--- config.mk ---
export PLATFORM = sky130hd
export DESIGN_NAME = weight_buffer
export DESIGN_NICKNAME = d
export VERILOG_FILES = /design/src/design/pu_pkg.sv /design/src/design/weight_buffer.sv
export SDC_FILE = /design/constraint.sdc
export NUM_CORES = 2
export LEC_CHECK = 0
export BUFFER_PORTS_ARGS = -buffer_cell sky130_fd_sc_hd__buf_2
export CORE_MARGIN = 2
export CORE_UTILIZATION = 45
export CTS_BUF_LIST = sky130_fd_sc_hd__clkbuf_8
export CTS_CLUSTER_SIZE = 8
export DETAILED_ROUTE_END_ITERATION = 16
export SETUP_SLACK_MARGIN = 0.05
export SYNTH_ARGS = -nofsm -noshare
export SYNTH_HDL_FRONTEND = slang
export SYNTH_SLANG_ARGS = --single-unit
--- constraint.sdc ---
create_clock -name clk -period 5.4 [get_ports clk]
set_input_delay 0.54 -clock clk [delete_from_list [all_inputs] [get_ports clk]]
set_output_delay 0.54 -clock clk [all_outputs]
set_load 0.03 [all_outputs]
--- src/design/pu_pkg.sv ---
package pu_pkg;

  // ==================================================
  // widths
  // ==================================================
  localparam int OP_W         = 16;  // operand, weight and bias
  localparam int NUM_PE       = 4;
  localparam int ACC_W        = 40;
  localparam int BUS_W        = 64;  // read bus word
  localparam int WB_WR_ADDR_W = 5;   // 32 words
  localparam int WB_RD_ADDR_W = 7;   // word address + weight select
  localparam int READ_ID_W    = 4;

  // identifier this unit answers to on the read bus
  localparam int PU_ID = 0;

  // ==================================================
  // types
  // ==================================================
  typedef logic [OP_W-1:0]         op_t;
  typedef logic signed [ACC_W-1:0] acc_t;
  typedef logic [NUM_PE*OP_W-1:0]  vec_t;         // PE i on slice i
  typedef logic [BUS_W-1:0]        bus_word_t;
  typedef logic [WB_WR_ADDR_W-1:0] wb_wr_addr_t;
  typedef logic [WB_RD_ADDR_W-1:0] wb_rd_addr_t;
  typedef logic [READ_ID_W-1:0]    read_id_t;
  typedef logic [NUM_PE-1:0]       pe_mask_t;

  // PE operation codes
  typedef enum logic [1:0] {
    PE_IDLE  = 2'd0,
    PE_CLEAR = 2'd1,  // bias + product
    PE_MAC   = 2'd2,  // accumulate product
    PE_OUT   = 2'd3   // emit saturated accumulators
  } pe_op_t;

endpackage

--- src/design/weight_buffer.sv ---
`timescale 1ns/1ps

module weight_buffer (
  input  logic                clk,
  input  logic                write_req,
  input  pu_pkg::wb_wr_addr_t write_addr,
  input  pu_pkg::bus_word_t   write_data,
  input  logic                read_req,
  input  pu_pkg::wb_rd_addr_t read_addr,
  output pu_pkg::op_t         read_data
);

  import pu_pkg::*;

  bus_word_t mem [2**WB_WR_ADDR_W];

  wb_wr_addr_t                              rd_word;
  logic [WB_RD_ADDR_W-WB_WR_ADDR_W-1:0]     rd_lane;  // weight within the word

  assign rd_word = read_addr[WB_RD_ADDR_W-1 -: WB_WR_ADDR_W];
  assign rd_lane = read_addr[WB_RD_ADDR_W-WB_WR_ADDR_W-1:0];

  // full bus words in
  always_ff @(posedge clk)
  begin
    if (write_req)
      mem[write_addr] <= write_data;
  end

  // one weight out, held between reads
  always_ff @(posedge clk)
  begin
    if (read_req)
      read_data <= mem[rd_word][rd_lane*OP_W +: OP_W];
  end

endmodule

==> out/metrics.yaml <==
fp-row-count: 152
cts_tree: "built"
fill_cells: 12980
pwr-share-clk: 0.372
synth.top_cell.area_share: 0.7931
ant_nets: 0
internal_power_w: 0.02446
syn_nets: 3028
holdCritPathClass: "input pin to register"
initial_utilization: 0.4540
power.leakage_nw: 27.68
maxSlewViolCount: 0
synthTopCellsByArea: "edfxtp_1 79%, mux4_2 19%, clkbuf_1 0.39%, buf_2 0.34%, mux2_2 0.23%"
numCtsBuffers: 338
drt-total-wl_mm: 203.5
wire_per_inst_um: 34.37
drc: 0
clk_latency_ns: 1.03
setup_viol: 0
synth_edf_count: 2064
outcome: "finished, final reports clean"
pin_count: 95
placed_cell_area_um2: 82720
crit_fanout: 44
grt_antenna_before_repair: 23
cp-start-kind: "input pin"
synthesis.area_um2: 78150
dieArea_um2: 177000
postSynthCellCount: 2949
design_area_um2: 88880
slew_headroom: 0.1596
netlist_top_cells_count: "2064 x edfxtp_1, 672 x mux4_2, 82 x clkbuf_1"
post_cts_resized: 0
nets: 3493
areaGrowthSynthToFinish_pct: 13.74
ys_warn_count: 0
finalCritPeriodShare: 0.5580
grt.overflow.total: 0
synthDistinctLibCells: 13
power.density_nw_per_um2: 351.9
drive_above_1_share: 0.3621
clockRootBuffer: "clkbuf_8"
crit_type: "input pin to register"
clk_pin_slew_ns: 0.06
ys_seq_area_frac: 0.7931
cts.sinks: 2064
drt-initial-drc-count: 4933
synthMostInstantiatedCell: "edfxtp_1"
clk_path_buf_depth: 4
worst_ir_drop_vdd_mv: 0.1804
synth_top_cell_by_area: "edfxtp_1"
pwr-share-seq: 0.573
rsz0062_at_grt: "false"
clock_skew_ns: 0.07151
switching_power_w: 0.006816
vias_per_cell: 6.063
port_buffers: 94
ys_seq_elements: 2064
dp_hpwl_mm: 106.5
die_y_um: 420.7
gp_congestion: 0.7654
hold_violations: 0
h-tree-depth: 5
min_period_ns: 3.013
die_w_um: 420.7
clock.fmax_mhz: 331.9
p_comb_frac: 0.054
switching_share: 0.2179
syn_area_per_cell_um2: 26.50
drv_cap: 0
tns_ns: 0
synth_flop_cell: "edfxtp_1"
grt_max_degree: 112
vias: 35900
design.core.area_um2: 172100
async_flop_share: 0
worst_slew_pin_slew_ns: 1.258
grt_pass1_wl_mm: 284.3
grt.total_usage: 0.2341
drt_first_pass_iters: 7
required_ns: 6.19
grt_pass1_vias: 37390
cp-end-kind: "register"
worstPathArrival_ns: 3.80
[layout make-up]
type,instances,area [µm²],share of cell area
Sequential cell,2064,61980,0.6973
Multi-Input combinational cell,733,15760,0.1773
Clock buffer,349,4803,0.05404
Tap cell,2310,2890,0.03252
Timing Repair Buffer,277,2731,0.03073
Clock inverter,173,675.6,0.007602
Antenna cell,16,40.04,0.0004505
[sequential cells by signal, indices dropped and copies added (netlist names)]
signal,count
mem,2048
read_data,16
[logic make-up after synthesis]
group         share of synthesized area
flops                            0.7931
mux                              0.1960
buf+inv                        0.008246
simple gates                   0.002658
[repair_timing]
action                     CTS  global route
buffers inserted             0             0
hold buffers                64             0
hold endpoints to repair  2035             0
[cell usage in the layout, fill, tap and decap left out, types with 2 or more instances in the layout]
cell / count
edfxtp_1: 2064
mux4_2: 672
clkbuf_8: 349
inv_1: 109
buf_2: 89
buf_4: 65
dlygate4sd3_1: 64
buf_12: 55
clkinv_1: 47
nor2_4: 32
diode_2: 16
mux2_2: 16
clkinv_2: 15
nand3b_1: 5
or3b_2: 3
buf_8: 3
nand3_1: 2
clkinvlp_4: 2
[final timing paths]
kind / startpoint / end / slack [ns] / cells past startpoint
min: read_req / read_data[8] / 0.28 / 1
max: read_addr[2] / read_data[2] / 2.39 / 7
max reg2reg: mem[31][58] / read_data[10] / 2.70 / 4
min reg2reg: mem[14][20] / read_data[4] / 1.21 / 4
[metal layers]
metal / part of all wire / global-route usage
met1: 0.41 / 0.3359
met2: 0.49 / 0.3686
met3: 0.083 / 0.04777
met4: 0.021 / 0.06512
met5: 0.00058 / 0
[worst max-delay path, stage by stage]
cell,delay (ns)
buf_8,0.50
buf_12,0.40
buf_12,0.28
mux4_2,0.53
mux4_2,0.48
mux4_2,0.66
mux2_2,0.32
[power by group through the flow]
| stage | registers, W | logic (W) | clock network, W |
|---|---|---|---|
| global placement | 0.0183 | 0.00162 | 0 |
| finish | 0.0179 | 0.00169 | 0.0117 |
| floorplan | 0.0183 | 0.000931 | 0 |
| global route | 0.0179 | 0.00179 | 0.0126 |
| detailed placement | 0.0183 | 0.00166 | 0 |
| CTS | 0.0179 | 0.00172 | 0.0119 |
[metrics by stage]
stage                     instances  total power [W]  hold slack, ns    util  setup slack (ns)
final                          5922          0.03128          0.2830  0.5164             2.387
after global routing           5912          0.03228          0.2256  0.5163             2.309
after CTS                      5906          0.03155          0.1877  0.5162             2.423
after detailed placement       5320          0.01994           1.037  0.4806             1.266
after global placement         5320          0.01988           1.001  0.4806             1.269
after floorplan                2949          0.01919          0.6389       -             1.038
(Power assumes the default switching activity.)
