$ cat config.mk
export PLATFORM = sky130hd
export DESIGN_NAME = pe
export DESIGN_NICKNAME = d
export VERILOG_FILES = /design/src/design/pu_pkg.sv /design/src/design/pe.sv
export SDC_FILE = /design/constraint.sdc
export NUM_CORES = 1
export LEC_CHECK = 0
export BUFFER_PORTS_ARGS = -buffer_cell sky130_fd_sc_hd__buf_2
export CAP_MARGIN = 20
export CELL_PAD_IN_SITES_DETAIL_PLACEMENT = 1
export CELL_PAD_IN_SITES_GLOBAL_PLACEMENT = 2
export CORE_ASPECT_RATIO = 0.75
export CORE_MARGIN = 3
export CORE_UTILIZATION = 25
export DETAILED_ROUTE_END_ITERATION = 12
export PLACE_DENSITY = 0.57
export SETUP_SLACK_MARGIN = 0.05
export SLEW_MARGIN = 20
export SYNTH_ARGS = -nofsm -noshare
export SYNTH_HDL_FRONTEND = slang
export SYNTH_SLANG_ARGS = --single-unit
$ cat constraint.sdc
create_clock -name clk -period 9 [get_ports clk]
set_clock_uncertainty 0.1 [all_clocks]
set_input_delay 0.45 -clock clk [delete_from_list [all_inputs] [get_ports clk]]
set_output_delay 0.45 -clock clk [all_outputs]
set_load 0.005 [all_outputs]
$ cat src/design/pu_pkg.sv
package pu_pkg;

  // ==================================================
  // widths
  // ==================================================
  localparam int OP_W         = 16;  // operand, weight and bias
  localparam int NUM_PE       = 4;
  localparam int ACC_W        = 40;
  localparam int BUS_W        = 64;  // read bus word
  localparam int WB_WR_ADDR_W = 5;   // 32 words
  localparam int WB_RD_ADDR_W = 7;   // word address + weight select
  localparam int READ_ID_W    = 4;

  // identifier this unit answers to on the read bus
  localparam int PU_ID = 0;

  // ==================================================
  // types
  // ==================================================
  typedef logic [OP_W-1:0]         op_t;
  typedef logic signed [ACC_W-1:0] acc_t;
  typedef logic [NUM_PE*OP_W-1:0]  vec_t;         // PE i on slice i
  typedef logic [BUS_W-1:0]        bus_word_t;
  typedef logic [WB_WR_ADDR_W-1:0] wb_wr_addr_t;
  typedef logic [WB_RD_ADDR_W-1:0] wb_rd_addr_t;
  typedef logic [READ_ID_W-1:0]    read_id_t;
  typedef logic [NUM_PE-1:0]       pe_mask_t;

  // PE operation codes
  typedef enum logic [1:0] {
    PE_IDLE  = 2'd0,
    PE_CLEAR = 2'd1,  // bias + product
    PE_MAC   = 2'd2,  // accumulate product
    PE_OUT   = 2'd3   // emit saturated accumulators
  } pe_op_t;

endpackage

$ cat src/design/pe.sv
`timescale 1ns/1ps

module pe (
  input  logic           clk,
  input  logic           reset,
  input  pu_pkg::pe_op_t op,
  input  pu_pkg::op_t    operand,
  input  pu_pkg::op_t    weight,
  input  pu_pkg::op_t    bias,
  input  logic           mask,
  output pu_pkg::op_t    result
);

  import pu_pkg::*;

  logic signed [2*OP_W-1:0] product;
  acc_t                     prod_ext;  // masked, sign-extended product
  acc_t                     acc;
  logic                     pos_ovf;
  logic                     neg_ovf;

  assign product  = $signed(operand) * $signed(weight);
  assign prod_ext = mask ? acc_t'(product) : '0;  // masked PE adds nothing

  // ==================================================
  // accumulator
  // ==================================================
  always_ff @(posedge clk)
  begin
    if (reset)
      acc <= '0;
    else
    begin
      case (op)
        PE_CLEAR: acc <= acc_t'($signed(bias)) + prod_ext;
        PE_MAC:   acc <= acc + prod_ext;
        default:  acc <= acc;  // idle and out hold
      endcase
    end
  end

  // ==================================================
  // saturation to 16 bits
  // ==================================================
  // upper bits must all match the sign of the 16-bit result
  assign pos_ovf = !acc[ACC_W-1] && (|acc[ACC_W-2:OP_W-1]);
  assign neg_ovf =  acc[ACC_W-1] && !(&acc[ACC_W-2:OP_W-1]);

  always_comb
  begin
    if (pos_ovf)
      result = {1'b0, {(OP_W-1){1'b1}}};  // 0x7fff
    else if (neg_ovf)
      result = {1'b1, {(OP_W-1){1'b0}}};  // 0x8000
    else
      result = acc[OP_W-1:0];
  end

endmodule

==> flow_summary.yaml <==
run_status:
  run_status: "completed"
clock_tree:
  postCtsSetupBuffers: 0
  cts-buffers-inserted: 5
  clock_transition_time_at_the_flip_flop_clock_pins_of_the_worst_setup_and_hold_paths_ns: 0.07
  cts.sinks: 40
  tritoncts: "built"
  ctsRootBufferMaster: "sky130_fd_sc_hd__clkbuf_16"
  cts.path.max_buffers: 2
  clock_tree.htree_level_count: 2
  ctsResizeCount: 0
  clock_latency_ns: 0.30
  cts_hold_buf: 0
synth:
  mappedNetlistArea_um2: 14000
  synth.distinct_cells: 68
  ys_seq_elements: 40
  synthesis.nets: 2105
  postSynthCellCount: 1667
  yosys_warnings: 0
  ys_dominant_reg_cell: "sky130_fd_sc_hd__dfxtp_1"
  synth_enable_flop_cells: 0
  mean_instance_size_in_the_synthesized_netlist_um2: 8.42
  asyncSetResetFlopFracSynth: 0
  synth-seq-area-share: 0.0571
critical_path:
  master_of_the_slowest_instance_on_the_critical_path: "sky130_fd_sc_hd__fa_1"
  critical-path-top-cell-by-count: "sky130_fd_sc_hd__fa_1"
  setup.worst_path.end_class: "flop"
  critPathKind: "primary input to flop"
  crit_arrival_ns: 8.55
  critical_path.max_fanout: 16
  timing.critical_path.from_type: "primary input"
  cp_slowest_stage_delay_ns: 0.55
  worst-endpoint-required_ns: 9.06
floorplanning:
  std_cell_rows: 74
  core_um2: 55000
  i_o_pin_count: 69
  die-width_um: 280
  die_h_um: 211
  initial_core_util: 0.255
  die_area_um2: 59100
cells_and_area:
  largest_reg_flops: 40
  final_cell_area_excluding_filler_cells_um2: 15400
  final_core_util: 0.279
  final_net_count: 2144
  layout_common_cells: "299 x sky130_fd_sc_hd__inv_1, 261 x sky130_fd_sc_hd__fa_1, 236 x sky130_fd_sc_hd__nand2_1"
  growth_of_design_area_from_synthesis_to_finish_pct: 9.50
  biggestRegsByFlops: "acc x40"
  regMostFlops: "acc"
  layout.cells.most_common: "sky130_fd_sc_hd__inv_1"
  post_route_cells_drive_above_1_share: 0.0832
route:
  drtIter0Drc: 450
  avgRoutedWirePerCell_um: 17.3
  vias_per_cell: 4.60
  via_count: 11187
  wirelength_mm: 42.0
  drtPass1Iterations: 6
  drc: 0
  drtAntennaViolNets: 0
timing:
  final_max_slew_viol_count: 0
  setup_ws_ns: 0.509
  fin_tns_setup_ns: 0
  rsz0062_at_grt: "no"
  worst-slew-pin-transition_ns: 1.03
  fin_crit_sh: 0.943
  setup_viol: 0
  timing.slew.headroom: 0.314
  max_clock_freq_ghz: 0.118
  count_of_endpoints_failing_hold_in_the_final_timing_report: 0
  timing.final.crit_period_ns: 8.49
grt:
  groute.usage.overall: 0.146
  number_of_antenna_violations_at_the_first_check_in_global_routing: 0
  globalRouteOverflowTotal: 0
  grt_first_pass_wirelength_mm: 68.7
  grt_max_degree: 52
  number_of_global_route_vias_before_repair: 12329
placement:
  hpwlAfterDp_mm: 35.3
  pre_cts_ws_ns: -0.132
  gp_routability_congestion: 0.748
  numPortBuffers: 68
  postPlaceCellArea_um2: 15200
flow_run:
  timing.max_cap.violations: 0
worst_hold_path:
  holdCritPathClass: "flop to flop"
[critical path, delay by kind of cell]
kind | cells | cell delay, ns
AOI/OAI and AO/OA | 10 | 1.94
xor gates and xnor gates | 2 | 0.34
adders and majority gates | 8 | 3.86
buffers and inverters | 4 | 0.76
and+or+nand+nor | 6 | 1.16
[Yosys cell counts (6+ instances only)]
master | n | area [µm²]
sky130_fd_sc_hd__nand2_1 | 236 | 886
sky130_fd_sc_hd__fa_1 | 263 | 5270
sky130_fd_sc_hd__o21bai_1 | 8 | 60.1
sky130_fd_sc_hd__nand3_1 | 9 | 45.0
sky130_fd_sc_hd__mux2_2 | 15 | 169
sky130_fd_sc_hd__xnor2_1 | 41 | 359
sky130_fd_sc_hd__nor2_1 | 106 | 398
sky130_fd_sc_hd__ha_1 | 122 | 1530
sky130_fd_sc_hd__clkbuf_1 | 49 | 184
sky130_fd_sc_hd__nand4_1 | 15 | 93.8
sky130_fd_sc_hd__a211oi_1 | 14 | 105
sky130_fd_sc_hd__inv_1 | 299 | 1120
sky130_fd_sc_hd__buf_1 | 7 | 26.3
sky130_fd_sc_hd__nor4_1 | 10 | 62.6
sky130_fd_sc_hd__o211ai_1 | 10 | 75.1
sky130_fd_sc_hd__o21ai_0 | 32 | 160
sky130_fd_sc_hd__dfxtp_1 | 40 | 801
sky130_fd_sc_hd__o21a_1 | 10 | 75.1
sky130_fd_sc_hd__a31oi_1 | 6 | 37.5
sky130_fd_sc_hd__a21boi_0 | 6 | 45.0
sky130_fd_sc_hd__nand2b_1 | 9 | 56.3
sky130_fd_sc_hd__a21o_1 | 26 | 195
sky130_fd_sc_hd__and2_1 | 129 | 807
sky130_fd_sc_hd__a21oi_1 | 78 | 390
sky130_fd_sc_hd__xor2_1 | 22 | 193
sky130_fd_sc_hd__nor2b_1 | 6 | 37.5
sky130_fd_sc_hd__o22ai_1 | 7 | 43.8
sky130_fd_sc_hd__nor3_1 | 14 | 70.1
[logic make-up after synthesis]
kind of cell,after synthesis,share of synthesized area
AND/OR/NAND/NOR,564,0.191
adder cells (fa/ha/maj),385,0.484
buffers and inverters,360,0.101
AO/OA/AOI/OAI,234,0.110
XOR/XNOR,64,0.0409
flip-flops,40,0.0571
multiplexers,20,0.0156
[metal layers]
layer / share of wire / track usage / wire length, µm / up-vias
li1: - / - / - / 5318
met1: 0.51 / 0.218 / 21600 / 5792
met2: 0.47 / 0.241 / 19600 / 69
met3: 0.015 / 0.00972 / 638 / 8
met4: 0.0035 / 0.00954 / 148 / 0
met5: 0 / 0 / 0 / -
[per-stage QoR]
step | hold slack, ns | instances
final | 0.377 | 2430
after global placement | 0.367 | 2421
after floorplan | 0.351 | 1667
after detailed placement | 0.374 | 2421
after CTS | 0.384 | 2429
after global routing | 0.413 | 2429
[path summary, 6_finish.rpt]
| check | from | end | slack (ns) | cells past startpoint |
|---|---|---|---|---|
| max reg2reg | acc[0] | acc[12] | 5.35 | 12 |
| min reg2reg | acc[6] | acc[6] | 0.38 | 2 |
| min | acc[6] | acc[6] | 0.38 | 2 |
| max | operand[9] | acc[36] | 0.51 | 30 |
[area by class of cell]
type | instances | area (µm²)
fillers | 6594 | 39600
multi-input cells | 1267 | 11800
inverters | 299 | 1120
well taps | 722 | 903
flip-flops and latches | 40 | 801
repair buffers | 93 | 553
clock buffers | 8 | 146
diodes | 1 | 2.50
Power is left out: the tool's default activity adds up to more than one toggle a clock period on the data nets, which glitch-free logic cannot reach.
