$ cat src/design/pu_pkg.sv
package pu_pkg;

  // ==================================================
  // widths
  // ==================================================
  localparam int OP_W         = 16;  // operand, weight and bias
  localparam int NUM_PE       = 4;
  localparam int ACC_W        = 40;
  localparam int BUS_W        = 64;  // read bus word
  localparam int WB_WR_ADDR_W = 5;   // 32 words
  localparam int WB_RD_ADDR_W = 7;   // word address + weight select
  localparam int READ_ID_W    = 4;

  // identifier this unit answers to on the read bus
  localparam int PU_ID = 0;

  // ==================================================
  // types
  // ==================================================
  typedef logic [OP_W-1:0]         op_t;
  typedef logic signed [ACC_W-1:0] acc_t;
  typedef logic [NUM_PE*OP_W-1:0]  vec_t;         // PE i on slice i
  typedef logic [BUS_W-1:0]        bus_word_t;
  typedef logic [WB_WR_ADDR_W-1:0] wb_wr_addr_t;
  typedef logic [WB_RD_ADDR_W-1:0] wb_rd_addr_t;
  typedef logic [READ_ID_W-1:0]    read_id_t;
  typedef logic [NUM_PE-1:0]       pe_mask_t;

  // PE operation codes
  typedef enum logic [1:0] {
    PE_IDLE  = 2'd0,
    PE_CLEAR = 2'd1,  // bias + product
    PE_MAC   = 2'd2,  // accumulate product
    PE_OUT   = 2'd3   // emit saturated accumulators
  } pe_op_t;

endpackage

$ cat src/design/pu_output_stage.sv
`timescale 1ns/1ps

module pu_output_stage (
  input  logic           clk,
  input  logic           reset,
  input  pu_pkg::pe_op_t op,
  input  pu_pkg::vec_t   results,
  output pu_pkg::vec_t   write_data,
  output logic           write_req
);

  import pu_pkg::*;

  logic emit;

  assign emit = (op == PE_OUT);

  // one strobe per PE_OUT, no back-pressure
  always_ff @(posedge clk)
  begin
    if (reset)
      write_req <= 1'b0;
    else
      write_req <= emit;
  end

  // vector held until the next PE_OUT
  always_ff @(posedge clk)
  begin
    if (emit)
      write_data <= results;
  end

endmodule

$ cat config.mk
export PLATFORM = sky130hd
export DESIGN_NAME = pu_output_stage
export DESIGN_NICKNAME = d
export VERILOG_FILES = /design/src/design/pu_pkg.sv /design/src/design/pu_output_stage.sv
export SDC_FILE = /design/constraint.sdc
export NUM_CORES = 1
export LEC_CHECK = 0
export ABC_CLOCK_PERIOD_IN_PS = 2760
export BUFFER_PORTS_ARGS = -buffer_cell sky130_fd_sc_hd__buf_2
export CORE_UTILIZATION = 40
export DETAILED_ROUTE_END_ITERATION = 12
export GPL_ROUTABILITY_DRIVEN = 1
export PLACE_DENSITY = 0.74
export SLEW_MARGIN = 30
export SYNTH_ARGS = -nofsm -noshare
export SYNTH_HDL_FRONTEND = slang
export SYNTH_SLANG_ARGS = --single-unit
$ cat constraint.sdc
create_clock -name clk -period 2.76 [get_ports clk]
set_clock_uncertainty 0.05 [all_clocks]
set_input_delay 0.414 -clock clk [delete_from_list [all_inputs] [get_ports clk]]
set_output_delay 0.414 -clock clk [all_outputs]
set_load 0.005 [all_outputs]
==> impl_metrics.toml, run 1 <==
[outcome]
outcome = "complete, no violations"

[clock_tree]
cts_made_buffers = 9
cts_setup_buffers = 0
cts_root_buf = "clkbuf_8"
ctsResizeCount = 0
cts_hold_buf = 0
cts_tree = "built"
clock-sinks = 65
clock_path_buffers = 2
clkTransAtPathRegs_ps = 70
ctsHtreeMaxLevel = 3

[grt]
met1_usage = 0.162
gr-max-usage-layer = "met2"
grtUsageMet2 = 0.248
grt_pass1_wl_mm = 5.42
grt.overflow.total = 0
antenna_found_initial = 0
grtUsageTotal = 0.152
grt_start_max_net_pins = 24
first_global_vias = 1080
use_met3 = 0.0875

[die]
start_util = 0.414
pin_count = 133
die_w_um = 71.9
die_y_um = 71.9
coreArea_um2 = 4720
dieArea_um2 = 5180
rows = 25

[timing]
fmax_mhz = 702
worst_slack_ps = 1340
hold_violations = 0
post-route-period-util = 0.516
rsz0062_at_grt = "no"
final.setup.tns_ps = 0
setup_viol = 0
slew-limit-headroom = 0.648
period_needed_ps = 1420
worstMarginPinSlew_ps = 528
slew_viol_final = 0

[logic_synthesis]
synth_common_cells = "64 x edfxtp_1, 1 x and2_1, 1 x and3b_1, 1 x dfxtp_1"
synth.most_common_cell = "edfxtp_1"
syn-instance-count = 67
synth_edf_count = 64
synthFlopType = "edfxtp_1"
syn_area_um2 = 1960
ys_warn_count = 0
synth-seq-cells = 65
synth.net_count = 135
yosysTopAreaCell = "edfxtp_1"
seq_area_frac_synth = 0.992
yosysUniqueCellTypes = 4
synthTopCellsByArea = "edfxtp_1 98%, dfxtp_1 1.0%, and3b_1 0.45%"
syn-mean-instance-area_um2 = 29.2
synth_top_cell_area_share = 0.982
ys_async_sr_fraction = 0

[finish]
drive_above_1_share = 0.687
n_antenna_cell = 0
area_growth_pct = 48.4
nets = 280
instances_no_fill = 284

[routing]
drtIter0Drc = 65
viasPerCell = 4.16
routed_wl_mm = 3.92
dr_total_vias = 1182
drtPass1Iterations = 4
drc_errors = 0
ant_nets = 0
routedWlPerCell_um = 13.8

[critical_path]
critPathArrivalTime_ps = 1380
path_class = "primary input to flip-flop"
cp_max_fo = 23
crit_path_start_kind = "primary input"
endpoint_kind = "flip-flop"
crit_required_ps = 2720

[flow_run]
drv_cap = 0

[place]
preCtsSetupSlack_ps = 979
place.gp.congestion = 0.665
placed_cells = 268
portBuffers = 132
dp_hpwl_mm = 2.82

[pwr]
p_per_area_nw_per_um2 = 708
leakagePower_nw = 1.24
peakVddDrop_mv = 0.459

[min_path]
holdCritPathClass = "primary input to flip-flop"
==> cell families (layout without fill, tap and decap cells) <==
kind of cell           count (synthesis)  in the layout  share of synthesized area
buffers and inverters                  0            150                          0
flip-flops                            65             65                      0.992
AND/OR/NAND/NOR                        2              2                    0.00768
==> state kept, by name, indices dropped and copies added (netlist names) <==
| signal | cells |
|---|---|
| write_req | 1 |
| write_data | 64 |
==> metal layers <==
metal  up-vias  wire length (µm)
met3         6               314
met2        82              2010
li1        561                 -
met4         0                50
met5         -                 0
met1       533              1540
==> through the flow <==
stage	instance area (µm²)	hold slack [ps]	utilization	total power (W)
4_1_cts	2900	191	0.615	0.00208
2_1_floorplan	1960	463	-	0.00122
6_report	2900	207	0.615	0.00206
3_3_place_gp	2720	540	0.575	0.00133
3_5_place_dp	2720	542	0.575	0.00133
5_1_grt	2900	180	0.615	0.00214
==> path summary, 6_finish.rpt <==
path / cells past startpoint / to / start
max: 3 / write_data[55] / op[0]
min: 1 / write_data[61] / results[61]
==> power breakdown <==
group / switching [W] / internal (W)
clock: 0.000338 / 0.000411
sequential: 0.0000142 / 0.00116
combinational: 0.0000612 / 0.0000743
total: 0.000413 / 0.00164
==> critical path: stages <==
cell    delay [ps]
buf_2           80
and2_2         480
buf_4          390
==> final cells by class <==
| type | instances | area [µm²] |
|---|---|---|
| clock buffer | 10 | 128 |
| clock inverter | 6 | 58.8 |
| timing repair buffer | 134 | 676 |
| tap | 67 | 83.8 |
| sequential | 65 | 1940 |
| fill | 366 | 1820 |
| multi-input combinational | 2 | 16.3 |
==> cells in the final DEF (no fill, tap or decap) <==
cell,Yosys,final
edfxtp_1,64,64
clkinv_2,0,2
clkinv_1,0,1
clkinvlp_4,0,2
and3b_1,1,1
bufinv_16,0,1
buf_2,0,132
dfxtp_1,1,1
clkbuf_8,0,9
clkbuf_1,0,1
and2_2,0,1
buf_4,0,2
(Power assumes the default switching activity.)
==> run 2: changes to the inputs <==
Settings changed: ABC_CLOCK_PERIOD_IN_PS 2760 to 1270, CORE_UTILIZATION 40 to 36, PLACE_DENSITY 0.74 to 0.7.
Clock period 2.76 ns to 1.27 ns, I/O delays scaled along.
==> run 2 against run 1 <==
Count of clock-buffer cells in the layout grew 1. Global-route usage is 3.3 points higher. Critical path depth decreased by 2. Routed wire length grew 30%. Combinational power rose to 3.4 times the previous value. Final cell count up 23%. Die area up 11%. First-iteration DRC count shrank 29%. Clock power is 87% higher. Worst hold slack got worse by 190 ps. Largest power group unchanged.
==> impl_metrics.toml, run 2 (same netlist as run 1, synthesis figures left out) <==
[clock_tree]
ctsHtreeMaxLevel = 3
clock-sinks = 65
clkTransAtPathRegs_ps = 60
cts_root_buf = "clkbuf_8"
cts_made_buffers = 9
cts_tree = "built"
cts_setup_buffers = 0
clock_path_buffers = 2

[critical_path]
cpPeakStageDelay_ps = 400
cp-endpoint = "write_data[15]"
cp_slowest_cell = "edfxtp_1"
critPathTopFamily = "flip-flops"
critPathArrivalTime_ps = 860
startpoint = "write_data[15]"
path_class = "flip-flop to primary output"
cp_max_fo = 1
endpoint_kind = "primary output"
crit_path_start_kind = "flip-flop"
crit_required_ps = 1030
cp.depth = 1
cp_cell_sequence = "buf_2"
crit_buf_inv = 1

[pwr]
leakagePower_nw = 1.50
p_per_area_nw_per_um2 = 1260
peakVddDrop_mv = 0.881
power.total_w = 0.00442

[timing]
setup_viol = 0
fmax_mhz = 908
slew_viol_final = 0
slew-limit-headroom = 0.869
rsz0062_at_grt = "no"
hold_violations = 0
final.setup.tns_ps = 0
period_needed_ps = 1100
post-route-period-util = 0.867
worstMarginPinSlew_ps = 196

[die]
coreArea_um2 = 5170
die_w_um = 75.7
die_y_um = 75.7
start_util = 0.378
pin_count = 133
dieArea_um2 = 5730
rows = 26

[flow_run]
drv_cap = 0

[finish]
area_growth_pct = 79.7
post-route-util = 0.680
nets = 343
largest_register = "write_data"
drive_above_1_share = 0.529
final_common_cell = "buf_2"
fill_cells = 347
largest_reg_flops = 64
final_cell_mix = "132 x buf_2, 64 x edfxtp_1, 62 x dlygate4sd3_1, 9 x clkbuf_8, 3 x clkinv_2"
top_regs = "write_data x64, write_req x1"
n_antenna_cell = 0

[routing]
dr_total_vias = 1456
routedWlPerCell_um = 14.5
drc_errors = 0
viasPerCell = 4.16
drtPass1Iterations = 5
ant_nets = 0
routed_wl_mm = 5.09
drtIter0Drc = 46

[grt]
grt_start_max_net_pins = 38
grt_pass1_wl_mm = 6.95
grt.overflow.total = 0
first_global_vias = 1450
grtUsageTotal = 0.186
antenna_found_initial = 0

[place]
place.gp.congestion = 0.744
portBuffers = 132

[outcome]
outcome = "complete, no violations"

[min_path]
holdCritPathClass = "primary input to flip-flop"
==> run 2: cell count changes in the layout (fill, tap and decap cells not counted) <==
cell	change
and2_2	-1
and2_4	+1
buf_12	+1
bufinv_16	-1
clkbuf_1	+1
clkinv_1	+1
clkinv_2	+1
clkinvlp_4	-2
dlygate4sd3_1	+62
==> run 2: routing by layer <==
layer | up-vias | wire length [µm] | track usage
met1 | 687 | 1790 | 0.166
met2 | 75 | 2950 | 0.365
met4 | 0 | 115 | 0.109
met3 | 9 | 234 | 0.0516
met5 | - | 0 | 0
li1 | 685 | - | -
==> run 2: cell type report <==
type	count	area, µm²	share of cell area
sequential	65	1940	0.552
timing repair buffer	197	1320	0.374
clock buffer	11	131	0.0374
tap	70	87.6	0.0249
clock inverter	5	22.5	0.00640
multi-input combinational	2	17.5	0.00498
==> run 2: stage by stage <==
step           cell area (µm²)  setup WS, ps  std cells  hold slack [ps]
3_3_place_gp              2740           245        272              317
6_report                  3520           169        350             21.5
4_1_cts                   3520           151        350             2.53
2_1_floorplan             1960           116         67              239
3_5_place_dp              2740           240        272              319
5_1_grt                   3520           132        350             1.33
==> run 2: what timing repair did <==
action | CTS | global route
resized for setup | 0 | 0
endpoints found under the hold margin | 62 | 0
hold buffers | 62 | 0
==> run 2: worst min-delay path by stage <==
stage	start	endpoint	slack [ps]	cells after the start
2_1_floorplan	results[0]	write_data[0]	240	0
3_3_place_gp	results[22]	write_data[22]	320	1
3_5_place_dp	results[1]	write_data[1]	320	1
4_1_cts	results[15]	write_data[15]	3	1
5_1_grt	results[15]	write_data[15]	1	1
6_report	results[15]	write_data[15]	20	1
==> run 2: power by group <==
part	total (W)	switching [W]	internal [W]
Clock	0.00140	0.000715	0.000686
Sequential	0.00255	0.0000356	0.00252
Combinational	0.000467	0.000173	0.000294
Total	0.00442	0.000923	0.00350
