<file path="config.mk">
export PLATFORM = sky130hd
export DESIGN_NAME = pu_weight_loader
export DESIGN_NICKNAME = d
export VERILOG_FILES = /design/src/design/pu_pkg.sv /design/src/design/pu_weight_loader.sv
export SDC_FILE = /design/constraint.sdc
export NUM_CORES = 1
export LEC_CHECK = 0
export BUFFER_PORTS_ARGS = -buffer_cell sky130_fd_sc_hd__buf_2
export CORE_UTILIZATION = 39
export DETAILED_ROUTE_END_ITERATION = 7
export PLACE_DENSITY = 0.85
export SKIP_CTS_REPAIR_TIMING = 1
export SLEW_MARGIN = 20
export SYNTH_ARGS = -nofsm -noshare
export SYNTH_HDL_FRONTEND = slang
export SYNTH_SLANG_ARGS = --single-unit
</file>
<file path="constraint.sdc">
create_clock -name clk -period 1.64 [get_ports clk]
set_clock_uncertainty 0.1 [all_clocks]
set_input_delay 0 -clock clk [delete_from_list [all_inputs] [get_ports clk]]
set_output_delay 0 -clock clk [all_outputs]
set_load 0.02 [all_outputs]
</file>
<file path="src/design/pu_pkg.sv">
package pu_pkg;

  // ==================================================
  // widths
  // ==================================================
  localparam int OP_W         = 16;  // operand, weight and bias
  localparam int NUM_PE       = 4;
  localparam int ACC_W        = 40;
  localparam int BUS_W        = 64;  // read bus word
  localparam int WB_WR_ADDR_W = 5;   // 32 words
  localparam int WB_RD_ADDR_W = 7;   // word address + weight select
  localparam int READ_ID_W    = 4;

  // identifier this unit answers to on the read bus
  localparam int PU_ID = 0;

  // ==================================================
  // types
  // ==================================================
  typedef logic [OP_W-1:0]         op_t;
  typedef logic signed [ACC_W-1:0] acc_t;
  typedef logic [NUM_PE*OP_W-1:0]  vec_t;         // PE i on slice i
  typedef logic [BUS_W-1:0]        bus_word_t;
  typedef logic [WB_WR_ADDR_W-1:0] wb_wr_addr_t;
  typedef logic [WB_RD_ADDR_W-1:0] wb_rd_addr_t;
  typedef logic [READ_ID_W-1:0]    read_id_t;
  typedef logic [NUM_PE-1:0]       pe_mask_t;

  // PE operation codes
  typedef enum logic [1:0] {
    PE_IDLE  = 2'd0,
    PE_CLEAR = 2'd1,  // bias + product
    PE_MAC   = 2'd2,  // accumulate product
    PE_OUT   = 2'd3   // emit saturated accumulators
  } pe_op_t;

endpackage

</file>
<file path="src/design/pu_weight_loader.sv">
`timescale 1ns/1ps

module pu_weight_loader (
  input  logic              clk,
  input  logic              reset,
  input  logic              bias_read_req,
  input  pu_pkg::bus_word_t read_data,
  input  pu_pkg::read_id_t  read_id,
  input  logic              read_data_valid,
  output logic              read_req,
  output logic              wb_write_req,
  output pu_pkg::wb_wr_addr_t wb_write_addr,
  output pu_pkg::bus_word_t wb_write_data,
  output pu_pkg::op_t       active_bias
);

  import pu_pkg::*;

  logic accept;       // word for this unit
  logic bias_seen;    // first word of the load already taken
  op_t  loaded_bias;

  // ==================================================
  // bus acceptance
  // ==================================================
  assign accept   = read_data_valid && (read_id == read_id_t'(PU_ID));
  assign read_req = accept;

  // everything after the bias word goes to the weight buffer
  assign wb_write_req  = accept && bias_seen;
  assign wb_write_data = read_data;

  always_ff @(posedge clk)
  begin
    if (reset)
      bias_seen <= 1'b0;
    else if (bias_read_req)
      bias_seen <= 1'b0;  // next load starts with a bias again
    else if (accept)
      bias_seen <= 1'b1;
  end

  always_ff @(posedge clk)
  begin
    if (reset)
      loaded_bias <= '0;
    else if (accept && !bias_seen)
      loaded_bias <= read_data[OP_W-1:0];  // low lane carries the bias
  end

  // ==================================================
  // write pointer and bias commit
  // ==================================================
  always_ff @(posedge clk)
  begin
    if (reset)
      wb_write_addr <= '0;
    else if (bias_read_req)
      wb_write_addr <= '0;
    else if (wb_write_req)
      wb_write_addr <= wb_write_addr + 1'b1;
  end

  // bias used by the PEs from now on
  always_ff @(posedge clk)
  begin
    if (reset)
      active_bias <= '0;
    else if (bias_read_req)
      active_bias <= loaded_bias;
  end

endmodule

</file>
==> results of run 1 <==
==> how the worst min path moves through the flow <==
stage,from,end,slack [ns]
5_1_grt,read_id[1],bias_seen$_SDFFE_PP0P_,0.03
4_1_cts,read_data[6],loaded_bias[6]$_SDFFE_PP0P_,-0.14
3_5_place_dp,read_data[33],wb_write_data[33],-0.1
6_report,read_id[1],bias_seen$_SDFFE_PP0P_,0.02
2_1_floorplan,read_id[1],read_req,-0.01
3_3_place_gp,read_data[33],wb_write_data[33],-0.1
==> cells in the final DEF, fill, tap and decap left out, types with 3 or more instances in the layout <==
| cell type | netlist | final |
|---|---|---|
| a21oi_1 | 5 | 5 |
| buf_2 | 2 | 62 |
| clkbuf_8 | 0 | 6 |
| dfxtp_1 | 38 | 38 |
| dlygate4sd3_1 | 0 | 65 |
| mux2i_1 | 32 | 32 |
| nand2b_1 | 33 | 33 |
| nor2_1 | 19 | 19 |
| o21ai_0 | 3 | 3 |
| or3_1 | 3 | 3 |
==> flip-flops by register name, summed over array words and instances, names as in the netlist <==
signal,count
active_bias,16
wb_write_addr,5
bias_seen,1
loaded_bias,16
==> per-stage QoR <==
step / cell area (µm²) / util, %
2_1_floorplan: 2050 / -
5_1_grt: 2740 / 54.0
6_report: 2740 / 54.0
3_3_place_gp: 1950 / 38.4
4_1_cts: 2090 / 41.2
3_5_place_dp: 1950 / 38.4
==> metal layers <==
layer | up-vias | wire length [µm] | part of all wire [%] | GRT usage (%)
met1 | 709 | 1660 | 39 | 13.8
met4 | 0 | 57 | 1.3 | 7.55
met2 | 92 | 2260 | 52 | 22.7
met5 | - | 0 | 0 | 0
li1 | 771 | - | - | -
met3 | 5 | 330 | 7.7 | 4.47
==> area by class of cell <==
class                   count  area [µm²]
inverters                   1        3.75
fillers                   462        2330
clock buffers               6        82.6
well taps                  70        87.6
flip-flops and latches     38         761
multi-input cells         107         759
repair buffers            129         988
clock inverters             2        60.1
==> logic make-up (layout without fill, tap and decap cells) <==
logic type	after synthesis	after routing	synth area share, %
buffers and inverters	74	138	25.9
and+or+nand+nor	63	63	17.7
DFF	38	38	37.1
muxes	32	32	15.6
AOI/OAI and AO/OA	11	11	3.05
adders and majority gates	1	1	0.610
==> power by group <==
| part | leakage (µW) | switching [µW] | internal [µW] | total [µW] |
|---|---|---|---|---|
| registers | 0.000306 | 3.98 | 929 | 933 |
| logic | 0.000811 | 199 | 177 | 376 |
| clock network | 0.0000714 | 325 | 649 | 974 |
==> critical path, stage by stage, from the launching register on <==
cell and delay (ns):
dfxtp_1 0.39, ha_1 0.18, nand3b_1 0.11, or4_1 0.48
a21oi_1 0.14
==> metrics, run 1 <==
worst-case vdd ir drop 0.510 mV; Tightest Hold Check Type in2reg; hold path cells 3; Hold Fails Final Rpt 0; Place WS about 0.020 ns; GRT Util Overall 13.1%; RR Startpoint wb_write_addr[0]$_SDFFE_PP0P_; IO buf count 62; status finished, final reports clean; final hold slack around 0.024 ns; post-DR vias/cell between 4 and 5; Synth Cell Area a little over 2000 µm²; Warnings, synthesis 0; grt ovf 0; smallest setup slack after layout 0.174 ns; initial core utilization 40.4%; PD cells 832 nW/µm²; Post-synth EDFFs 0; clock sinks 38; critical path startpoint category flip-flop; Max Slew Vio Count 0; worst reg2reg endpoint wb_write_addr[4]$_SDFFE_PP0P_; clock-pin slew on the worst setup and hold paths roughly 0.07 ns; share of the synthesized area in the top cell type a little under two fifths; Setup crit end wb_write_addr[4]$_SDFFE_PP0P_; final WL about 4.3 mm; largest net degree at the start of global routing 31; RSZ-0062 raised after global routing false; vias in the first global route about 1200; number of max-cap violations 0; routability cong. about 0.66; insertion delay to the later sink of the worst-skew pair 0.28 ns; Clock Tree Buf Depth 2; Slew @ Worst Pin 0.565 ns; Final min period around 1.5 ns; Site Rows 26; Critical Path RT approximately 1.8 ns; Post-DP HPWL between 2 and 3 mm; WL per Instance roughly 12 µm; placed cell count between 200 and 300; Rel. slew slack between 60% and 70%; drt pass-1 iters 4; f_max 682 MHz; Fin Setup TNS 0 ns; layout cells sized above 1 approximately a quarter; synth-to-layout area growth 33.7%; Tot Pwr about 2300 µW; Synth top cells by count buf_4 (64), dfxtp_1 (38), nand2b_1 (33); crit path DAT 1.59 ns; 1st-iter DRT viols 40; Via Count approximately 1600; period utilization between 80% and 90%; sequential-to-total area share from yosys stat a little under two fifths; clock root buffer master clkbuf_8; ANT cells 0; worst-path maximum fanout 5; leak pwr between 0.001 and 0.0015 µW; remaining antenna violation count 0; Seq cells post-synth 38; worst setup path start wb_write_addr[0]$_SDFFE_PP0P_; # IOs 159; area leader, netlist dfxtp_1; synth unique cells 23; full die area 5560 µm²; Non-Filler Instances 353; Post-synth ARST share 0%; CTS buffer count 5; top_reg_cell synth dfxtp_1; initial antenna violation count 0; Die Width around 75 µm; Cells after Synth ~220; Nets around 360; r2r worst-path depth 4; post-synth net total around 290; crit end category flip-flop; CP Class reg2reg; reg-to-reg slack, setup between 0.15 and 0.2 ns; Area contributors post-synth dfxtp_1 (37%), buf_4 (23%), mux2i_1 (16%); first-pass GRT wire length approximately 5.4 mm; final setup fails 0; syn avg cell area around 9.4 µm²; CTS tree built; DR DRC count 0; H-Tree Level Count 2; Die Span Y approximately 75 µm; core box area between 5000 and 6000 µm²; most numerous cell in the Yosys netlist buf_4
Power figures use the tool's default switching activity.
==> inputs of run 2 (changes only) <==
--- a/config.mk
+++ b/config.mk
@@ -5,7 +5,7 @@
 export SDC_FILE = /design/constraint.sdc
 export NUM_CORES = 1
 export LEC_CHECK = 0
-export BUFFER_PORTS_ARGS = -buffer_cell sky130_fd_sc_hd__buf_2
+export BUFFER_PORTS_ARGS = -buffer_cell sky130_fd_sc_hd__clkbuf_2
 export CORE_UTILIZATION = 39
 export DETAILED_ROUTE_END_ITERATION = 7
 export PLACE_DENSITY = 0.85
==> run 2 against run 1 <==
  * Global-route usage decreased by 0.33 points
  * Final cell count did not move
  * Wire length decreased by 0.53%
  * Register-to-register slack hardly changed
  * Combinational power is essentially flat
  * Count of clock-buffer cells in the layout rose by 1
  * Via count grew 1.1%
  * Die area did not move
  * Hold slack improved by 0.0081 ns
  * Utilization down 1.1 points
  * Critical path depth unchanged
  * Largest cell class unchanged
==> metrics, run 2 (synthesis results as in run 1) <==
Rel. slew slack 72.1% (+9.7 points); f_max 679 MHz (-0.42%); Hold Fails Final Rpt 0 (unchanged); reg-to-reg slack, setup 0.17 ns (about the same); 1st-iter DRT viols 28 (-30%); leak pwr 0.00115 µW (-3.0%); vias in the first global route 1141 (-2.8%); r2r worst-path depth 4 (unchanged); H-Tree Level Count 2 (unchanged); Nets 355 (unchanged); status finished, final reports clean; Max Slew Vio Count 0 (unchanged); clock root buffer master clkbuf_8; clock sinks 38 (unchanged); worst-case vdd ir drop 0.441 mV (-14%); worst setup path start wb_write_addr[0]$_SDFFE_PP0P_; critical path startpoint category flip-flop; period utilization 89.8% (+0.38 points); initial antenna violation count 0 (unchanged); Tightest Hold Check Type in2reg; Die Span Y 74.5 µm (unchanged); crit path DAT 1.59 ns (about the same); Via Count 1594 (+1.1%); CTS buffer count 5 (unchanged); layout cells sized above 1 26.5% (unchanged); worst reg2reg endpoint wb_write_addr[4]$_SDFFE_PP0P_; largest net degree at the start of global routing 28 (-9.7%); remaining antenna violation count 0 (unchanged); Clock Tree Buf Depth 2 (unchanged); Setup crit end wb_write_addr[4]$_SDFFE_PP0P_; crit end category flip-flop; Final min period 1.47 ns (+0.00622 ns); post-DR vias/cell 4.52 (+1.1%); grt ovf 0 (unchanged); IO buf count 62 (unchanged); insertion delay to the later sink of the worst-skew pair 0.28 ns (about the same); leading cell type in the layout, fill and taps excluded dlygate4sd3_1; Top Registers active_bias (16), loaded_bias (16), wb_write_addr (5); Post-DP HPWL 2.53 mm (about the same); final setup fails 0 (unchanged); Slew @ Worst Pin 0.419 ns (-0.146 ns); initial core utilization 40.4% (unchanged); clock-pin slew on the worst setup and hold paths 0.08 ns (about the same); Die Width 74.5 µm (unchanged); final hold slack 0.0324 ns (+0.00814 ns); RR Startpoint wb_write_addr[0]$_SDFFE_PP0P_; routability cong. 0.660 (+0.62%); fill cell count 457 (-1.1%); ANT cells 0 (unchanged); GRT Util Overall 12.8% (-0.33 points); DR DRC count 0 (unchanged); most frequent cells in the layout dlygate4sd3_1 (64), clkbuf_2 (62), dfxtp_1 (38); RSZ-0062 raised after global routing false; Critical Path RT 1.76 ns (about the same); synth-to-layout area growth 31.0%; Site Rows 26 (unchanged); core box area 5070 µm² (unchanged); number of max-cap violations 0 (unchanged); CTS tree built; worst-path maximum fanout 5 (unchanged); final WL 4.29 mm (-0.53%); Fin Setup TNS 0 ns (unchanged); full die area 5560 µm² (unchanged); CP Class reg2reg; drt pass-1 iters 4 (unchanged); WL per Instance 12.2 µm (-0.53%); PD cells 733 nW/µm² (-12%); first-pass GRT wire length 5.31 mm (-2.0%); # IOs 159 (unchanged)
run 2: per-stage QoR:
step	setup slack, ns	cells	utilization (%)	area [µm²]	total power (µW)
after global placement	0.109	281	38.6	1960	1120
after floorplan	0.133	219	-	2050	1250
after global routing	0.0245	353	53.0	2690	2070
final	0.168	353	53.0	2690	1970
after detailed placement	0.0828	281	38.6	1960	1120
after CTS	0.164	289	40.4	2050	1780
run 2: cell type report:
cell class | instances | area (µm²) | share of cell area, %
Timing Repair Buffer | 129 | 986 | 36.7
Sequential cell | 38 | 761 | 28.3
Clock inverter | 1 | 5.00 | 0.186
Clock buffer | 7 | 86.3 | 3.21
Tap cell | 70 | 87.6 | 3.26
Multi-Input combinational cell | 107 | 759 | 28.2
Inverter | 1 | 3.75 | 0.140
run 2: power breakdown:
part	internal, µW	switching (µW)	leakage, µW
combinational	175	200	0.000799
clock	339	321	0.0000482
sequential	929	4.17	0.000306
run 2: per-layer routing:
layer  part of all wire, %  track usage [%]  up-vias
li1                      -                -      776
met1                    40             14.6      718
met2                    52             20.9       98
met3                   7.7             4.47        2
met4                  0.51             6.92        0
met5                     0                0        -
run 2: how the worst min path moves through the flow:
stage,start,to,slack [ns],depth (start not counted)
2_1_floorplan,read_id[1],read_req,-0.01,1
3_3_place_gp,read_data[33],wb_write_data[33],-0.1,0
3_5_place_dp,read_data[33],wb_write_data[33],-0.1,0
4_1_cts,read_data[9],loaded_bias[9]$_SDFFE_PP0P_,-0.15,3
5_1_grt,read_id[1],bias_seen$_SDFFE_PP0P_,0.04,3
6_report,read_id[1],bias_seen$_SDFFE_PP0P_,0.03,3
run 2: critical path, stage by stage (launching register included):
cell	delay, ns
dfxtp_1	0.39
ha_1	0.18
nand3b_1	0.12
or4_1	0.48
a21oi_1	0.14
