**config.mk**
```make
export PLATFORM = sky130hd
export DESIGN_NAME = pu_ctrl_pipe
export DESIGN_NICKNAME = d
export VERILOG_FILES = /design/src/design/pu_pkg.sv /design/src/design/pu_ctrl_pipe.sv
export SDC_FILE = /design/constraint.sdc
export NUM_CORES = 1
export LEC_CHECK = 0
export BUFFER_PORTS_ARGS = -buffer_cell sky130_fd_sc_hd__buf_2
export CORE_ASPECT_RATIO = 2
export CORE_MARGIN = 5
export CORE_UTILIZATION = 42
export DETAILED_ROUTE_END_ITERATION = 12
export PLACE_DENSITY_LB_ADDON = 0.15
export SKIP_LAST_GASP = 1
export SYNTH_ARGS = -nofsm -noshare
export SYNTH_HDL_FRONTEND = slang
export SYNTH_SLANG_ARGS = --single-unit
```
**constraint.sdc**
```tcl
create_clock -name clk -period 0.8 [get_ports clk]
set_input_delay 0.08 -clock clk [delete_from_list [all_inputs] [get_ports clk]]
set_output_delay 0.08 -clock clk [all_outputs]
set_load 0.05 [all_outputs]
```
**src/design/pu_pkg.sv**
```systemverilog
package pu_pkg;

  // ==================================================
  // widths
  // ==================================================
  localparam int OP_W         = 16;  // operand, weight and bias
  localparam int NUM_PE       = 4;
  localparam int ACC_W        = 40;
  localparam int BUS_W        = 64;  // read bus word
  localparam int WB_WR_ADDR_W = 5;   // 32 words
  localparam int WB_RD_ADDR_W = 7;   // word address + weight select
  localparam int READ_ID_W    = 4;

  // identifier this unit answers to on the read bus
  localparam int PU_ID = 0;

  // ==================================================
  // types
  // ==================================================
  typedef logic [OP_W-1:0]         op_t;
  typedef logic signed [ACC_W-1:0] acc_t;
  typedef logic [NUM_PE*OP_W-1:0]  vec_t;         // PE i on slice i
  typedef logic [BUS_W-1:0]        bus_word_t;
  typedef logic [WB_WR_ADDR_W-1:0] wb_wr_addr_t;
  typedef logic [WB_RD_ADDR_W-1:0] wb_rd_addr_t;
  typedef logic [READ_ID_W-1:0]    read_id_t;
  typedef logic [NUM_PE-1:0]       pe_mask_t;

  // PE operation codes
  typedef enum logic [1:0] {
    PE_IDLE  = 2'd0,
    PE_CLEAR = 2'd1,  // bias + product
    PE_MAC   = 2'd2,  // accumulate product
    PE_OUT   = 2'd3   // emit saturated accumulators
  } pe_op_t;

endpackage

```
**src/design/pu_ctrl_pipe.sv**
```systemverilog
`timescale 1ns/1ps

module pu_ctrl_pipe (
  input  logic                clk,
  input  logic                reset,
  input  pu_pkg::pe_op_t      pe_op,
  input  pu_pkg::wb_rd_addr_t wb_read_addr,
  input  pu_pkg::vec_t        vec_data,
  input  pu_pkg::pe_mask_t    vec_mask,
  output logic                wb_read_req,
  output pu_pkg::wb_rd_addr_t wb_read_addr_d,
  output pu_pkg::pe_op_t      op_d,
  output pu_pkg::vec_t        vec_data_d,
  output pu_pkg::pe_mask_t    vec_mask_d
);

  import pu_pkg::*;

  // stage 1 copies of the command
  pe_op_t   op_s1;
  vec_t     vec_data_s1;
  pe_mask_t vec_mask_s1;

  // ==================================================
  // stage 1: sample command, issue weight read
  // ==================================================
  always_ff @(posedge clk)
  begin
    if (reset)
    begin
      op_s1       <= PE_IDLE;
      wb_read_req <= 1'b0;
    end
    else
    begin
      op_s1       <= pe_op;
      wb_read_req <= (pe_op == PE_CLEAR) || (pe_op == PE_MAC);  // only these need a weight
    end
  end

  always_ff @(posedge clk)
  begin
    wb_read_addr_d <= wb_read_addr;
    vec_data_s1    <= vec_data;
    vec_mask_s1    <= vec_mask;
  end

  // ==================================================
  // stage 2: meets the registered weight
  // ==================================================
  always_ff @(posedge clk)
  begin
    if (reset)
      op_d <= PE_IDLE;
    else
      op_d <= op_s1;
  end

  always_ff @(posedge clk)
  begin
    vec_data_d <= vec_data_s1;
    vec_mask_d <= vec_mask_s1;
  end

endmodule

```
==> qor.txt, run 1 <==
1st-pass router iterations -> 2
worst max-slew margin expressed relative to the limit -> 88.3%
portion of netlist area occupied by mux cells -> 0%
number of stages on the worst setup path -> 1
CTS tree -> yes
internal reg-to-reg setup slack -> 0.25 ns
antenna violations before repair -> 0
Iter 0 DRT Violations -> 65
DP Wirelength -> 4190 um
Post-DP Area -> 3900 um^2
area added between synthesis and finish -> 104%
Core Box Area -> 6940 um^2
result of the run -> finished with violations
number of sinks handled by clock tree synthesis -> 148
combinational family with the most area after synthesis -> simple AND/OR/NAND/NOR gates
arrival time at the worst endpoint -> 0.90 ns
Inserted Clock Buffers -> 17
pins over their slew limit -> 0
xor/xnor share of the synthesized area -> 0.292%
drc violations -> 0
share of the synthesized area in compound gates (AO/OA/AOI/OAI) -> 0%
cell area after technology mapping -> 3000 um^2
number of hold violations in the final report -> 0
Final period util -> 122%
Total Nets Final -> 486
Crit path buffers/inverters -> 1
clock tree root driver cell -> sky130_fd_sc_hd__clkbuf_16
net count after synthesis -> 233
area fraction of the dominant cell type after synthesis -> 98.7%
peak per-stage delay on the critical path -> 0.35 ns
worst-margin pin slew -> 0.176 ns
post-layout minimum cycle time -> 0.979 ns
dominant cell type by area after synthesis -> sky130_fd_sc_hd__dfxtp_1
width of the chip -> 69.8 um
diodes inserted -> 0
least setup slack across all paths after layout -> -0.179 ns
Vias/cell -> 4.09
die area -> 9040 um^2
total grt overflow -> 0
setup fix buffers added after clock tree synthesis -> 0
hold_ws -> 0.307 ns
fin util -> 88.2%
depth of the most critical reg-to-reg path -> 1
detailed-route wire length per cell -> 17.9 um
maximum number of pins on one net before global-route repair -> 17
final design area excluding fillers -> 6120 um^2
vias post-DR -> 2084
Die Y -> 130 um
flip-flop and latch count after synthesis -> 148
clock latency reported for the late side of the worst-skew pair -> 0.40 ns
number of global-route vias before repair -> 2486
Max VDD drop -> 0.00226 V
upper clock frequency limit -> 1020 MHz
RSZ-0062 raised after global routing -> yes
Final GP Congestion -> 0.728
capturing point of the worst reg2reg path -> op_d[0]
Req. time, crit path -> 0.72 ns
Worst Hold Class -> in2reg
remaining antenna violation count -> 0
standard-cell rows -> 43
Leak -> 2.74 nW
total global routing track utilization -> 19.8%
cell count after synthesis -> 154
adder and majority gate portion of the synthesized area -> 0%
global-route wire length before repair -> 12900 um
post-placement cell count -> 400
CP max stage cell -> sky130_fd_sc_hd__dfxtp_2
Setup crit start -> vec_data_d[12]
simple-gate portion of the synthesized area -> 1.04%
CP Max Fanout -> 1
family with the most delay on the worst path -> flip-flops
library cells used by synthesis -> 5
setup clock skew after layout -> 0.00537 ns
initial cell density of the core -> 43.3%
Worst setup endpoint -> vec_data_d[12]
PD cells -> 2890 nW/um^2
failing checks -> setup timing
Setup Slack @ Placement -> 0.150 ns
share of cells above drive strength 1 -> 63.0%
buffers added on ports -> 156
sequential area share after synthesis -> 98.7%
endpoint type of the worst setup path -> output port
Total Wirelength -> 9130 um
Worst Setup Path Type -> reg2out
worst flop-to-flop path startpoint -> op_s1[0]
Max clock buf depth -> 2
final-report setup violation count -> 78
number of standard cells in the final layout excluding fillers -> 509
number of top-level pins -> 157
mean instance size in the synthesized netlist -> 19.5 um^2
leading cell types by total area after synthesis -> sky130_fd_sc_hd__dfxtp_1, sky130_fd_sc_hd__nor2b_1, sky130_fd_sc_hd__nor2b_2, sky130_fd_sc_hd__xnor2_1, sky130_fd_sc_hd__nor2_1
count of synthesis-stage warnings from yosys -> 0
count of maximum capacitance violations -> 0
critical-path cell list -> buf_8
clock-pin slew reported for the worst setup and hold paths after clock tree synthesis -> 0.06 ns
H-tree level count -> 4
startpoint kind of the worst setup timing path -> flop
repair_timing:
item	CTS	global route
endpoints found under the setup margin	78	78
hold buffers	78	0
resized for setup	282	25
hold endpoints to repair	80	0
per-layer routing:
layer	vias to the layer above	global-route usage (%)	part of all wire, %
li1	981	-	-
met1	991	17.0	29
met2	96	37.5	61
met3	16	7.92	6.7
met4	0	11.7	2.6
met5	-	0	0
cell usage after synthesis:
cell and n:
sky130_fd_sc_hd__dfxtp_1 148, sky130_fd_sc_hd__nor2b_2 1, sky130_fd_sc_hd__nor2_1 1, sky130_fd_sc_hd__xnor2_1 1
sky130_fd_sc_hd__nor2b_1 3
layout make-up:
cell class	count	area (um^2)
clock buffer	23	488
clock inverter	8	100
fill	267	816
multi-input combinational	6	40.0
sequential	148	3060
tap	90	113
timing repair buffer	234	2320
worst min-delay path by stage:
stage                      start  cells after the start         endpoint  slack [ns]
finish              vec_data[15]                      2  vec_data_s1[15]        0.31
global route        vec_data[42]                      2  vec_data_s1[42]        0.30
CTS                 vec_data[13]                      2  vec_data_s1[13]        0.28
detailed placement  vec_data[11]                      1  vec_data_s1[11]        0.18
global placement    vec_data[22]                      1  vec_data_s1[22]        0.18
floorplan            vec_data[0]                      0   vec_data_s1[0]        0.11
cell families after synthesis:
family,count (synthesis)
DFF,148
and+or+nand+nor,5
xor gates and xnor gates,1
power by group:
part           internal, mW  switching, mW  leakage, nW
Combinational         0.925          0.979         1.22
Sequential             7.82          0.199         1.25
Clock                  4.90           2.86        0.277
registers in the layout (all words and copies together), names as in the netlist:
register,flops
vec_data_s1,64
op_d,2
vec_data_d,64
vec_mask_d,4
op_s1,2
wb_read_req,1
vec_mask_s1,4
wb_read_addr_d,7
per-stage QoR:
step,TNS [ns],power [mW]
2_1_floorplan,0,8.76
3_3_place_gp,0,9.15
3_5_place_dp,0,9.18
4_1_cts,-13.64,17.6
5_1_grt,-14.95,18.3
6_report,-12.22,17.7
cell usage in the layout (no fill, tap or decap):
cell type	instances
sky130_fd_sc_hd__clkbuf_1	2
sky130_fd_sc_hd__nor2_1	1
sky130_fd_sc_hd__dfxtp_1	70
sky130_fd_sc_hd__buf_2	78
sky130_fd_sc_hd__buf_6	5
sky130_fd_sc_hd__nor2b_2	1
sky130_fd_sc_hd__bufinv_16	2
sky130_fd_sc_hd__clkbuf_16	17
sky130_fd_sc_hd__xnor2_1	1
sky130_fd_sc_hd__clkbuf_8	4
sky130_fd_sc_hd__clkinv_2	2
sky130_fd_sc_hd__nor2b_1	3
sky130_fd_sc_hd__clkinvlp_4	4
sky130_fd_sc_hd__buf_8	73
sky130_fd_sc_hd__dlygate4sd3_1	78
sky130_fd_sc_hd__dfxtp_2	78
No activity file was read; power rests on OpenSTA's default activity.
==> run 2, diff against run 1 <==
CAP_MARGIN = 10   (was not set)
CORE_ASPECT_RATIO = 0.9   (was 2)
==> run 2 against run 1 <==
The run still ends with setup timing left. Final cell count grew 0.59%. Largest power group unchanged. Clock power is essentially flat. Sequential share of layout area is the same. Core utilization decreased by 0.79 points. Sequential power hardly changed. Die area is 1.1% lower. Hold slack got worse by 0.10 ns. Highest routed layer unchanged.
==> qor.txt, run 2 (synthesis gave the netlist of run 1 again) <==
CP max stage cell -> sky130_fd_sc_hd__dfxtp_2
failing checks -> setup timing
setup clock skew after layout -> 0.00605 ns
H-tree level count -> 4
worst-margin pin slew -> 0.278 ns
number of sinks handled by clock tree synthesis -> 148
width of the chip -> 99.1 um
number of global-route vias before repair -> 2352
buffers added on ports -> 156
fin util -> 87.5%
maximum number of pins on one net before global-route repair -> 17
total global routing track utilization -> 19.3%
startpoint kind of the worst setup timing path -> flop
most frequent cells in the layout -> sky130_fd_sc_hd__dlygate4sd3_1, sky130_fd_sc_hd__buf_2, sky130_fd_sc_hd__dfxtp_2
1st-pass router iterations -> 5
vias post-DR -> 2060
DP Wirelength -> 4020 um
met1 Track Usage GR -> 16.6%
number of hold violations in the final report -> 0
Leak -> 2.76 nW
worst max-slew margin expressed relative to the limit -> 81.4%
critical-path cell list -> buf_8
count of maximum capacitance violations -> 0
biggest regs -> vec_data_d (64), vec_data_s1 (64), wb_read_addr_d (7)
result of the run -> finished with violations
Final period util -> 136%
Worst Setup Path Type -> reg2out
CP Max Fanout -> 1
Req. time, crit path -> 0.72 ns
Vias/cell -> 4.02
CTS tree -> yes
arrival time at the worst endpoint -> 1.01 ns
antenna violations before repair -> 0
pins over their slew limit -> 0
internal reg-to-reg setup slack -> 0.25 ns
clock tree root driver cell -> sky130_fd_sc_hd__clkbuf_8
setup fix buffers added after clock tree synthesis -> 0
diodes inserted -> 0
Max clock buf depth -> 2
Inserted Clock Buffers -> 17
Die Y -> 90.2 um
Max VDD drop -> 0.00176 V
post-layout minimum cycle time -> 1.09 ns
peak per-stage delay on the critical path -> 0.36 ns
initial cell density of the core -> 42.9%
share of cells above drive strength 1 -> 63.2%
detailed-route wire length per cell -> 16.4 um
die area -> 8940 um^2
post-route setup TNS -> -20.20 ns
Final GP Congestion -> 0.698
Crit path buffers/inverters -> 1
number of top-level pins -> 157
drc violations -> 0
global-route layer with the greatest usage -> met2
global-route wire length before repair -> 12500 um
total grt overflow -> 0
GR Util met3 -> 10.2%
endpoint type of the worst setup path -> output port
area added between synthesis and finish -> 104%
family with the most delay on the worst path -> flip-flops
Iter 0 DRT Violations -> 40
Core Box Area -> 7000 um^2
RSZ-0062 raised after global routing -> yes
clock latency reported for the late side of the worst-skew pair -> 0.50 ns
standard-cell rows -> 29
Total Wirelength -> 8410 um
final-report setup violation count -> 78
upper clock frequency limit -> 917 MHz
Total Nets Final -> 486
PD cells -> 2880 nW/um^2
least setup slack across all paths after layout -> -0.291 ns
clock-pin slew reported for the worst setup and hold paths after clock tree synthesis -> 0.06 ns
Worst Hold Class -> in2reg
met2 track demand over resource in global routing -> 36.8%
remaining antenna violation count -> 0
[run 2: cell count changes in the layout (fill, tap and decap cells not counted), sizes merged]
cell / before / now
bufinv: 2 / 3
clkinvlp: 4 / 1
inv: 0 / 3
clkbuf: 23 / 19
clkinv: 2 / 5
[run 2: final timing paths]
kind,startpoint,endpoint,cells after the start
min reg2reg,vec_data_s1[60],vec_data_d[60],0
min,vec_data[1],vec_data_s1[1],2
max reg2reg,op_s1[0],op_d[0],1
max,wb_read_req,wb_read_req,1
[run 2: timing repair]
action | CTS | global route
hold endpoints to repair | 80 | 0
hold buffers | 78 | 0
resized for setup | 289 | 18
endpoints found under the setup margin | 78 | 78
[run 2: through the flow]
step,setup WS [ns],hold slack (ns),total power [mW],cell area (um^2),instances
floorplan,0.133,0.108,8.76,3000,154
global placement,0.150,0.183,9.16,3900,403
detailed placement,0.145,0.184,9.18,3900,403
CTS,-0.297,0.180,17.6,6060,512
global route,-0.339,0.176,18.2,6120,512
finish,-0.291,0.203,17.6,6120,512
[run 2: area by class of cell]
type	count	area, um^2
clock inverter	12	153
sequential	148	3060
tap	93	116
clock buffer	19	432
multi-input combinational	6	40.0
timing repair buffer	234	2320
fill	284	878
[run 2: report_power, final]
| part | leakage [nW] | switching [mW] | internal, mW | total, mW |
|---|---|---|---|---|
| Combinational | 1.22 | 0.971 | 0.924 | 1.89 |
| Clock | 0.289 | 2.89 | 4.82 | 7.72 |
| Sequential | 1.25 | 0.192 | 7.82 | 8.01 |
| Total | 2.76 | 4.06 | 13.6 | 17.6 |
[run 2: metal layers]
metal / routed length, um / vias up / share of wire (%)
met1: 2670 / 964 / 32
li1: - / 984 / -
met2: 4890 / 104 / 58
met5: 0 / - / 0
met4: 90 / 0 / 1.1
met3: 761 / 8 / 9.0
